File: config.mk
export PLATFORM = sky130hd
export DESIGN_NAME = mcd_glue_top
export DESIGN_NICKNAME = d
export VERILOG_FILES = /design/src/design/mcd_glue_pkg.sv /design/src/design/cdd_link.sv /design/src/design/region_detect.sv /design/src/design/aspect_select.sv /design/src/design/mcd_glue_top.sv
export SDC_FILE = /design/constraint.sdc
export NUM_CORES = 1
export LEC_CHECK = 0
export ABC_AREA = 1
export ABC_CLOCK_PERIOD_IN_PS = 2600
export BUFFER_PORTS_ARGS = -buffer_cell sky130_fd_sc_hd__buf_2
export CORE_UTILIZATION = 30
export CTS_CLUSTER_SIZE = 16
export DETAILED_ROUTE_END_ITERATION = 7
export HOLD_SLACK_MARGIN = 0.02
export PLACE_DENSITY_LB_ADDON = 0.15
export SYNTH_ARGS = -nofsm -noshare
export SYNTH_HDL_FRONTEND = slang
export SYNTH_SLANG_ARGS = --single-unit
File: constraint.sdc
create_clock -name clk_sys -period 2.6 [get_ports clk_sys]
set_input_delay 0.78 -clock clk_sys [delete_from_list [all_inputs] [get_ports clk_sys]]
set_output_delay 0.78 -clock clk_sys [all_outputs]
set_load 0.005 [all_outputs]
File: src/design/mcd_glue_pkg.sv
package mcd_glue_pkg;

	////////////////////
	// Widths
	////////////////////

	localparam int CDD_WIDTH  = 40;
	localparam int LINK_WIDTH = 49;
	localparam int KEY_WIDTH  = 11;

	// Host link word layout
	localparam int CD_TOGGLE_BIT = 48;
	localparam int CD_DM_BIT     = 40;

	// Keyboard word layout
	localparam int KEY_TOGGLE_BIT  = 10;
	localparam int KEY_PRESSED_BIT = 9;

	////////////////////
	// Types
	////////////////////

	typedef logic [CDD_WIDTH-1:0]  cdd_word_t;
	typedef logic [LINK_WIDTH-1:0] cd_link_t;
	typedef logic [KEY_WIDTH-1:0]  ps2_key_t;

	typedef logic [24:0] ioctl_addr_t;
	// Low byte is the earlier byte of the file
	typedef logic [15:0] ioctl_data_t;
	typedef logic [7:0]  ioctl_index_t;

	typedef enum logic [1:0] {
		region_jp = 2'd0,
		region_us = 2'd1,
		region_eu = 2'd2
	} region_t;

	// Bit 1 set for 240 lines, bit 0 set for 320 wide
	typedef logic [1:0] vres_t;
	typedef logic [7:0] aspect_t;

	////////////////////
	// Codes
	////////////////////

	localparam logic [8:0] KEY_F1 = 9'h005;
	localparam logic [8:0] KEY_F2 = 9'h006;
	localparam logic [8:0] KEY_F3 = 9'h004;

	localparam ioctl_addr_t HDR_REGION_ADDR = 25'h1F0;

	// Compared against the low 6 bits of the download index
	localparam logic [5:0] ROM_INDEX_MAX = 6'd1;
	localparam logic [5:0] CART_INDEX    = 6'd4;

endpackage

File: src/design/cdd_link.sv
`timescale 1ns/1ps

module cdd_link #(
	parameter int REC_PULSE_CYCLES = 8
) (
	input  logic                    clk_sys,
	input  logic                    reset,
	input  mcd_glue_pkg::cd_link_t  cd_out,
	input  mcd_glue_pkg::cdd_word_t cdd_comm,
	input  logic                    cdd_send,
	output mcd_glue_pkg::cdd_word_t cdd_stat,
	output logic                    cdd_dm,
	output logic                    cdd_rec,
	output mcd_glue_pkg::cd_link_t  cd_in
);
	import mcd_glue_pkg::*;

	logic       out_tgl_last;
	logic [7:0] rec_cnt;
	logic       send_last;
	logic       new_stat;
	logic       send_rise;

	// Host flips the toggle bit for every new status word
	assign new_stat  = cd_out[CD_TOGGLE_BIT] != out_tgl_last;
	assign send_rise = cdd_send & ~send_last;

	////////////////////
	// Status receive
	////////////////////

	always_ff @(posedge clk_sys) begin
		if (reset) begin
			out_tgl_last <= 1'b0;
			cdd_stat     <= '0;
			cdd_dm       <= 1'b0;
			cdd_rec      <= 1'b0;
			rec_cnt      <= '0;
		end else if (new_stat) begin
			out_tgl_last <= cd_out[CD_TOGGLE_BIT];
			cdd_stat     <= cd_out[CDD_WIDTH-1:0];
			cdd_dm       <= cd_out[CD_DM_BIT];
			// A new word mid-pulse restarts the pulse
			cdd_rec      <= 1'b1;
			rec_cnt      <= 8'(REC_PULSE_CYCLES - 1);
		end else if (rec_cnt != '0) begin
			rec_cnt <= rec_cnt - 8'd1;
		end else begin
			cdd_rec <= 1'b0;
		end
	end

	////////////////////
	// Command send
	////////////////////

	always_ff @(posedge clk_sys) begin
		if (reset) begin
			send_last <= 1'b0;
			cd_in     <= '0;
		end else begin
			send_last <= cdd_send;
			// One word per rising edge and nothing more while the level is held
			if (send_rise) begin
				cd_in <= {~cd_in[CD_TOGGLE_BIT], 8'h00, cdd_comm};
			end
		end
	end

endmodule

File: src/design/region_detect.sv
`timescale 1ns/1ps

module region_detect (
	input  logic                       clk_sys,
	input  logic                       reset,
	input  logic                       ioctl_download,
	input  mcd_glue_pkg::ioctl_index_t ioctl_index,
	input  logic                       ioctl_wr,
	input  mcd_glue_pkg::ioctl_addr_t  ioctl_addr,
	input  mcd_glue_pkg::ioctl_data_t  ioctl_data,
	input  mcd_glue_pkg::ps2_key_t     ps2_key,
	output mcd_glue_pkg::region_t      region_req,
	output logic                       region_set
);
	import mcd_glue_pkg::*;

	logic       rom_download;
	logic       rom_dl_last;
	logic       hdr_wr;
	logic       hdr_j;
	logic       hdr_u;
	logic       hdr_ready;
	logic       ready_last;
	logic       key_tgl_last;
	logic       key_event;
	logic       key_pressed;
	logic [8:0] key_code;

	// BIOS indices and the cartridge index carry a header
	assign rom_download = ioctl_download &
		((ioctl_index[5:0] <= ROM_INDEX_MAX) | (ioctl_index[5:0] == CART_INDEX));
	assign hdr_wr = ioctl_wr & rom_download & (ioctl_addr == HDR_REGION_ADDR);

	assign key_event   = ps2_key[KEY_TOGGLE_BIT] != key_tgl_last;
	assign key_pressed = ps2_key[KEY_PRESSED_BIT];
	assign key_code    = ps2_key[8:0];

	////////////////////
	// Header sniffing
	////////////////////

	always_ff @(posedge clk_sys) begin
		if (reset) begin
			rom_dl_last <= 1'b0;
			hdr_j       <= 1'b0;
			hdr_u       <= 1'b0;
			hdr_ready   <= 1'b0;
		end else begin
			rom_dl_last <= rom_download;
			if (rom_download & ~rom_dl_last) begin
				hdr_j     <= 1'b0;
				hdr_u     <= 1'b0;
			end
			if (~rom_download & rom_dl_last) begin
				hdr_ready <= 1'b0;
			end
			if (hdr_wr) begin
				if (ioctl_data[7:0] == "J") begin
					hdr_j <= 1'b1;
				end else if (ioctl_data[7:0] == "U") begin
					hdr_u <= 1'b1;
				end
				hdr_ready <= 1'b1;
			end
		end
	end

	////////////////////
	// Region request
	////////////////////

	always_ff @(posedge clk_sys) begin
		if (reset) begin
			ready_last   <= 1'b0;
			key_tgl_last <= 1'b0;
			region_req   <= region_jp;
			region_set   <= 1'b0;
		end else begin
			ready_last   <= hdr_ready;
			key_tgl_last <= ps2_key[KEY_TOGGLE_BIT];

			if (key_event) begin
				case (key_code)
					KEY_F1: begin
						region_req <= region_jp;
						region_set <= key_pressed;
					end
					KEY_F2: begin
						region_req <= region_us;
						region_set <= key_pressed;
					end
					KEY_F3: begin
						region_req <= region_eu;
						region_set <= key_pressed;
					end
					default: begin
					end
				endcase
			end

			// Header comes last so it beats a key on the same cycle
			if (hdr_ready & ~ready_last) begin
				region_set <= 1'b1;
				if (hdr_u) begin
					region_req <= region_us;
				end else if (hdr_j) begin
					region_req <= region_jp;
				end else begin
					region_req <= region_eu;
				end
			end
			if (~hdr_ready & ready_last) begin
				region_set <= 1'b0;
			end
		end
	end

endmodule

File: src/design/aspect_select.sv
`timescale 1ns/1ps

module aspect_select (
	input  logic                  clk_sys,
	input  logic                  reset,
	input  mcd_glue_pkg::vres_t   resolution,
	input  logic                  vblank,
	input  logic                  ar_wide,
	input  logic                  ar_corrected,
	output mcd_glue_pkg::aspect_t video_arx,
	output mcd_glue_pkg::aspect_t video_ary
);
	import mcd_glue_pkg::*;

	vres_t res_lock;
	logic  vblank_last;

	////////////////////
	// Frame lock
	////////////////////

	// Sampled at the end of vblank so the ratio holds for the whole frame
	always_ff @(posedge clk_sys) begin
		if (reset) begin
			vblank_last <= 1'b0;
			res_lock    <= 2'b00;
		end else begin
			vblank_last <= vblank;
			if (vblank_last & ~vblank) begin
				res_lock <= resolution;
			end
		end
	end

	////////////////////
	// Ratio table
	////////////////////

	always_comb begin
		if (ar_wide) begin
			video_arx = 8'd16;
			video_ary = 8'd9;
		end else begin
			case (res_lock)
				// 256x224
				2'b00: begin
					video_arx = 8'd64;
					video_ary = 8'd49;
				end
				// 320x224
				2'b01: begin
					video_arx = ar_corrected ? 8'd10 : 8'd64;
					video_ary = ar_corrected ? 8'd7 : 8'd49;
				end
				// 256x240
				2'b10: begin
					video_arx = 8'd128;
					video_ary = 8'd105;
				end
				// 320x240
				default: begin
					video_arx = ar_corrected ? 8'd4 : 8'd128;
					video_ary = ar_corrected ? 8'd3 : 8'd105;
				end
			endcase
		end
	end

endmodule

File: src/design/mcd_glue_top.sv
`timescale 1ns/1ps

module mcd_glue_top #(
	parameter int REC_PULSE_CYCLES = 8
) (
	input  logic                       clk_sys,
	input  logic                       reset,
	// CD drive link
	input  mcd_glue_pkg::cd_link_t     cd_out,
	input  logic                       cdd_send,
	input  mcd_glue_pkg::cdd_word_t    cdd_comm,
	output mcd_glue_pkg::cdd_word_t    cdd_stat,
	output logic                       cdd_dm,
	output logic                       cdd_rec,
	output mcd_glue_pkg::cd_link_t     cd_in,
	// Downloads and keyboard
	input  mcd_glue_pkg::ps2_key_t     ps2_key,
	input  logic                       ioctl_download,
	input  mcd_glue_pkg::ioctl_index_t ioctl_index,
	input  logic                       ioctl_wr,
	input  mcd_glue_pkg::ioctl_addr_t  ioctl_addr,
	input  mcd_glue_pkg::ioctl_data_t  ioctl_data,
	output mcd_glue_pkg::region_t      region_req,
	output logic                       region_set,
	// Video
	input  mcd_glue_pkg::vres_t        resolution,
	input  logic                       vblank,
	input  logic                       ar_wide,
	input  logic                       ar_corrected,
	output mcd_glue_pkg::aspect_t      video_arx,
	output mcd_glue_pkg::aspect_t      video_ary
);

	cdd_link #(
		.REC_PULSE_CYCLES(REC_PULSE_CYCLES)
	) cdd_link_i (
		.clk_sys  (clk_sys),
		.reset    (reset),
		.cd_out   (cd_out),
		.cdd_comm (cdd_comm),
		.cdd_send (cdd_send),
		.cdd_stat (cdd_stat),
		.cdd_dm   (cdd_dm),
		.cdd_rec  (cdd_rec),
		.cd_in    (cd_in)
	);

	region_detect region_detect_i (
		.clk_sys        (clk_sys),
		.reset          (reset),
		.ioctl_download (ioctl_download),
		.ioctl_index    (ioctl_index),
		.ioctl_wr       (ioctl_wr),
		.ioctl_addr     (ioctl_addr),
		.ioctl_data     (ioctl_data),
		.ps2_key        (ps2_key),
		.region_req     (region_req),
		.region_set     (region_set)
	);

	aspect_select aspect_select_i (
		.clk_sys      (clk_sys),
		.reset        (reset),
		.resolution   (resolution),
		.vblank       (vblank),
		.ar_wide      (ar_wide),
		.ar_corrected (ar_corrected),
		.video_arx    (video_arx),
		.video_ary    (video_ary)
	);

endmodule

==> run metrics, run 1 <==
status=finished, final reports clean; Antenna Cells=0; cells after synthesis=574; Critical Path RT=1.82 ns; Max stage delay on crit path=0.18 ns; Setup CP Type=in2out; Yosys cell types=33; asr flop ratio synth=0; met3 usage=0.0684; R2R setup slack=1.12 ns; clock slew at reported path FFs=0.06 ns; H-tree depth=3; Most Crowded Layer GR=met2; PostCTS Resize Cnt=0; hold buffers post-CTS=0; postcts setup bufs=0; Seq pwr share=0.467; Synth Flop Type=dfxtp_1; Slew Viols, Final=0; #FFs+latches synth=105; CP Capture Type=primary output; port buffer count=239; GP Congestion=0.844; DRC violations left=0; post-synthesis sequential area ratio=0.501; RSZ-0062 raised after global routing=no; DRT iter0 DRCs=138; Period minus WS final=2.20 ns; Ports=269; Worst-Skew Late Latency=0.35 ns; Top delay family on crit path=buffers and inverters; Worst Hold Class=reg2reg; commonest non-fill, non-tap cell in the layout=buf_2; yosys warns=0; Setup TNS Final=0 ns; sw frac=0.254; maxcap violations=0; via count=4326; combinational fraction of design power=0.155; Internal=2.87 mW; clk_skew=0.00590 ns; met1 GRT Util=0.174; M2 GR Usage=0.275; die area=0.0145 sq mm; crit path launch type=primary input; Slew @ Worst Pin=0.729 ns; commonest non-fill, non-tap cells in the layout=buf_2 (239), nor2_1 (205), dfxtp_1 (105), o21ai_0 (88), nand2_1 (42); Max stage delay cell, worst path=nor3_1; DP Wirelength=8.37 mm; Detailed Routing Iterations Pass 1=4; wire length per cell=11.8 um; ANT nets after route=0; global route overflow=0; Root Buffer=clkbuf_16; Net Switching=0.979 mW; core area=0.0135 sq mm; Peak VDD IR=563 uV; slew margin rel.=0.513; Yosys top cell area share=0.501; Routed WL=11.5 mm; Final WS setup=0.399 ns; CTS tree=yes; Post-Layout Cell Count=975; vias in the first global route=4075; Setup Viol. Count Final=0; Critical Path, Cell by Cell=buf_2 > nand2_1 > inv_1 > nor3_1 > buf_2; Yosys top cell by area=dfxtp_1; largest net degree at the start of global routing=48; CTS sink cnt=105; Cell Area, Synth=0.00419 sq mm; period utilization=0.847; Leakage=3.02 nW; Die W=120 um; post-place setup slack=0.394 ns; row count=42; endpoints failing hold=0; Synth Area per Inst=7.30 sq um; clock power share=0.379; share of cells above drive strength 1=0.339; Buf+Inv Stages, Crit Path=3; synth-to-layout area growth=37.4%; initial core utilization=0.312; top cells by area, synth=dfxtp_1 (50%), nor2_1 (18%), o21ai_0 (11%); Nets=955; CTS buffer count=9; Worst EP arrival=1.42 ns; antenna violations before repair=0; first-pass GRT wire length=18.5 mm; Die Ht=120 um; Max Fanout on Critical Path=5; highest clock rate=454 MHz; Avg Vias per Cell=4.44; total global-route track usage=0.159; Placed Cells=960; Post-synth EDFFs=0; CP most frequent cell=buf_2; PwrDens=669 mW/mm^2; deepest clock path buffer count=2
logic make-up after synthesis:
family	count (synthesis)	share of synthesized area
buf+inv	82	0.0955
other cells	2	0.00179
compound gates	103	0.126
xor+xnor	4	0.00836
fa+ha+maj	1	0.00298
flops	105	0.501
simple gates	277	0.264
metrics by stage:
stage,instance area [sq um],util,power [mW],hold slack [ns]
after floorplan,4230,-,2.16,0.424
after global placement,5440,0.404,2.42,0.440
after detailed placement,5440,0.404,2.43,0.443
after CTS,5760,0.428,3.91,0.454
after global routing,5760,0.428,4.07,0.481
final,5760,0.428,3.85,0.453
cells in the mapped netlist (2+ instances only):
library cell and n:
conb_1 2, buf_2 17, dfxtp_1 105, clkbuf_1 8
inv_2 4, buf_4 18, nor3_1 6, nor2_1 205
inv_1 33, xor2_1 3, nand4_1 5, nand2_1 42
o21ai_0 88, nand3b_1 2, nand2_2 3, a21oi_1 10
nand3_1 7
layer usage:
| metal | share of wire | wire length [um] |
|---|---|---|
| met5 | 0 | 0 |
| met2 | 0.48 | 5570 |
| met4 | 0.023 | 269 |
| met1 | 0.41 | 4750 |
| met3 | 0.081 | 932 |
layout make-up:
type                    count  area (sq um)
clock buffers              11           243
clock inverters             4          76.3
fillers                  1386          7690
inverters                  38           145
multi-input cells         397          1730
flip-flops and latches    105          2100
well taps                 176           220
repair buffers            244          1250
registers in the layout, indices dropped and copies added (netlist names):
name,cells
aspect_select_i.res_lock,2
aspect_select_i.vblank_last,1
cdd_link_i.cd_in,41
cdd_link_i.cdd_dm,1
cdd_link_i.cdd_rec,1
cdd_link_i.cdd_stat,40
cdd_link_i.out_tgl_last,1
cdd_link_i.rec_cnt,8
cdd_link_i.send_last,1
region_detect_i.hdr_j,1
region_detect_i.hdr_ready,1
region_detect_i.hdr_u,1
region_detect_i.key_tgl_last,1
region_detect_i.ready_last,1
region_detect_i.region_req,2
region_detect_i.region_set,1
region_detect_i.rom_dl_last,1
power groups by stage:
stage | Combinational [mW] | Clock (mW) | Sequential, mW
after CTS | 0.603 | 1.51 | 1.80
after global placement | 0.587 | 0 | 1.83
after global routing | 0.680 | 1.58 | 1.81
after detailed placement | 0.602 | 0 | 1.83
after floorplan | 0.321 | 0 | 1.84
final | 0.595 | 1.46 | 1.80
path summary, 6_finish.rpt:
check / from / to / depth (start not counted)
min: region_detect_i.hdr_ready$_SDFFE_PP0P_ / region_detect_i.ready_last$_SDFF_PP0_ / 2
min reg2reg: region_detect_i.hdr_ready$_SDFFE_PP0P_ / region_detect_i.ready_last$_SDFF_PP0_ / 2
max reg2reg: cdd_link_i.rec_cnt[0]$_SDFFE_PP0P_ / cdd_link_i.rec_cnt[0]$_SDFFE_PP0P_ / 9
max: ar_corrected / video_ary[6] / 5
tightest hold or removal path: stages, from the launching register on:
cell and delay, ns:
dfxtp_1 0.31, inv_1 0.05, nor2_1 0.04
Power figures use the tool's default switching activity.
==> run 2, diff against run 1 <==
--- a/config.mk
+++ b/config.mk
@@ -5,8 +5,8 @@
 export SDC_FILE = /design/constraint.sdc
 export NUM_CORES = 1
 export LEC_CHECK = 0
-export ABC_AREA = 1
-export ABC_CLOCK_PERIOD_IN_PS = 2600
+export ABC_AREA = 0
+export ABC_CLOCK_PERIOD_IN_PS = 2200
 export BUFFER_PORTS_ARGS = -buffer_cell sky130_fd_sc_hd__buf_2
 export CORE_UTILIZATION = 30
 export CTS_CLUSTER_SIZE = 16
==> constraint.sdc (replaced) <==
create_clock -name clk_sys -period 2.2 [get_ports clk_sys]
set_input_delay 0.66 -clock clk_sys [delete_from_list [all_inputs] [get_ports clk_sys]]
set_output_delay 0.66 -clock clk_sys [all_outputs]
set_load 0.005 [all_outputs]
==> run 2 against run 1 <==
Sequential power grew 16%. Combinational power increased by 6.7%. Global-route usage up 0.10 points. First-iteration DRC count up 15%. Utilization is 0.60 points higher. Die area down 3.6%. Via count fell by 6.3%. Sequential share of layout area grew 0.22 points. Non-clock buffer count up 4. Final cell count down 7.4%. Count of clock-buffer cells in the layout shrank 1. Worst hold slack worse by 0.0058 ns.
==> run metrics, run 2 <==
commonest non-fill, non-tap cells in the layout=buf_2 (238), nand2_1 (166), dfxtp_1 (105), a21oi_1 (86), nor2_1 (16); Routed WL=11.0 mm; CTS sink cnt=105; clock slew at reported path FFs=0.07 ns; largest net degree at the start of global routing=49; XOR/XNOR Fraction of Synth Area=0.0195; die area=0.0139 sq mm; Worst Hold Class=reg2reg; #FFs+latches synth=105; PwrDens=781 mW/mm^2; commonest non-fill, non-tap cell in the layout=buf_2; H-tree depth=3; Die W=118 um; Peak VDD IR=366 uV; Worst-Skew Late Latency=0.35 ns; post-route design area=0.00573 sq mm; CP most frequent cell=or4_4; Setup CP Type=in2reg; Worst EP arrival=2.20 ns; mux contribution to synthesized area=0.00991; Cell Area, Placed=0.00540 sq mm; Max stage delay on crit path=0.56 ns; Ports=269; Yosys top cell by area=dfxtp_1; CP Capture Type=flip-flop; maxcap violations=0; Nets=882; Root Buffer=clkbuf_16; antenna violations before repair=1; Max stage delay cell, worst path=or4_4; first-pass GRT wire length=18.0 mm; port buffer count=239; most flop-heavy register=cdd_link_i.cd_in; period utilization=0.883; total global-route track usage=0.160; clk_skew=0.00487 ns; postcts setup bufs=0; Slew @ Worst Pin=0.512 ns; asr flop ratio synth=0; slew margin rel.=0.659; Slew Viols, Final=0; top cells by area, synth=dfxtp_1 (52%), nand2_1 (15%), a21oi_1 (11%); Top delay family on crit path=simple AND/OR/NAND/NOR gates; vias in the first global route=3884; Post-synth EDFFs=0; Detailed Routing Iterations Pass 1=5; Final WS setup=0.257 ns; Leakage=2.75 nW; Synth Area per Inst=8.12 sq um; Post-Route Utilization=0.434; initial core utilization=0.306; Synth Area in Simple Gates=0.245; Buf+Inv Stages, Crit Path=1; CTS tree=yes; Overall Power=4.47 mW; endpoints failing hold=0; yosys warns=0; Yosys cell types=41; highest clock rate=515 MHz; CTS buffer count=9; count leader, synth=nand2_1; crit path launch type=primary input; Yosys top cell area share=0.520; core area=0.0132 sq mm; Synth Area in Adders=0.00310; Critical Path RT=2.46 ns; max reg flops=41; leading cell types by count after synthesis=nand2_1 (166), dfxtp_1 (105), a21oi_1 (86); Cell Area, Synth=0.00404 sq mm; largest registers=cdd_link_i.cd_in x41, cdd_link_i.cdd_stat x40, cdd_link_i.rec_cnt x8; share of cells above drive strength 1=0.377; GP Congestion=0.815; status=finished, final reports clean; post-place setup slack=-0.0848 ns; DRC violations left=0; Die Ht=118 um; largest family of logic cells by synthesized area=simple AND/OR/NAND/NOR gates; Critical Path, Cell by Cell=buf_2 > or4_4 > or4_4 > mux2i_1 > o31ai_1; Setup TNS Final=0 ns; Period minus WS final=1.94 ns; hold buffers post-CTS=0; Post-Layout Cell Count=903; ANT nets after route=0; Setup Viol. Count Final=0; Avg Vias per Cell=4.49; Antenna Cells=0; Max Fanout on Critical Path=4; post-synthesis sequential area ratio=0.520; cells after synthesis=498; wire length per cell=12.1 um; global route overflow=0; complex-gate fraction of the synthesized area=0.140; synth-to-layout area growth=41.7%; WHS=0.447 ns; via count=4054; PostCTS Resize Cnt=0; DRT iter0 DRCs=159; Synth Flop Type=dfxtp_1; RSZ-0062 raised after global routing=no; deepest clock path buffer count=2; DP Wirelength=8.19 mm; Placed Cells=887; row count=42
==> run 2: path summary, 6_finish.rpt <==
| kind | startpoint | to | slack (ns) | depth (start not counted) |
|---|---|---|---|---|
| setup / recovery | ps2_key[5] | region_detect_i.region_set$_SDFFE_PP0P_ | 0.26 | 5 |
| setup reg to reg | cdd_link_i.rec_cnt[2]$_SDFFE_PP0P_ | cdd_link_i.rec_cnt[7]$_SDFFE_PP0P_ | 0.66 | 4 |
| hold / removal | cdd_link_i.cdd_stat[34]$_SDFFE_PP0P_ | cdd_link_i.cdd_stat[34]$_SDFFE_PP0P_ | 0.45 | 2 |
| hold reg to reg | cdd_link_i.cdd_stat[34]$_SDFFE_PP0P_ | cdd_link_i.cdd_stat[34]$_SDFFE_PP0P_ | 0.45 | 2 |
==> run 2: area by class of cell <==
| type | instances | area (sq um) |
|---|---|---|
| Clock inverter | 6 | 88.8 |
| Multi-Input combinational cell | 355 | 1760 |
| Inverter | 3 | 11.3 |
| Timing Repair Buffer | 248 | 1300 |
| Fill cell | 1393 | 7460 |
| Clock buffer | 10 | 239 |
| Tap cell | 176 | 220 |
| Sequential cell | 105 | 2100 |
==> run 2: cells by family after synthesis <==
| group | count (synthesis) |
|---|---|
| flops | 105 |
| buf+inv | 48 |
| simple gates | 227 |
| xor+xnor | 9 |
| other cells | 2 |
| mux | 4 |
| fa+ha+maj | 1 |
| compound gates | 102 |
==> run 2: worst min-delay path: stages (launching register included) <==
cell     delay [ns]
dfxtp_1        0.31
nand2_1        0.05
a21oi_1        0.05
==> run 2: where the power goes <==
part / total [mW] / switching (mW) / internal, mW
sequential: 2.09 / 0.0664 / 2.02
combinational: 0.635 / 0.331 / 0.304
clock: 1.75 / 0.719 / 1.03
==> run 2: metal layers <==
layer | global-route usage | wire length (um)
met4 | 0.0809 | 252
met2 | 0.275 | 5440
met3 | 0.0465 | 702
met1 | 0.179 | 4580
met5 | 0 | 0
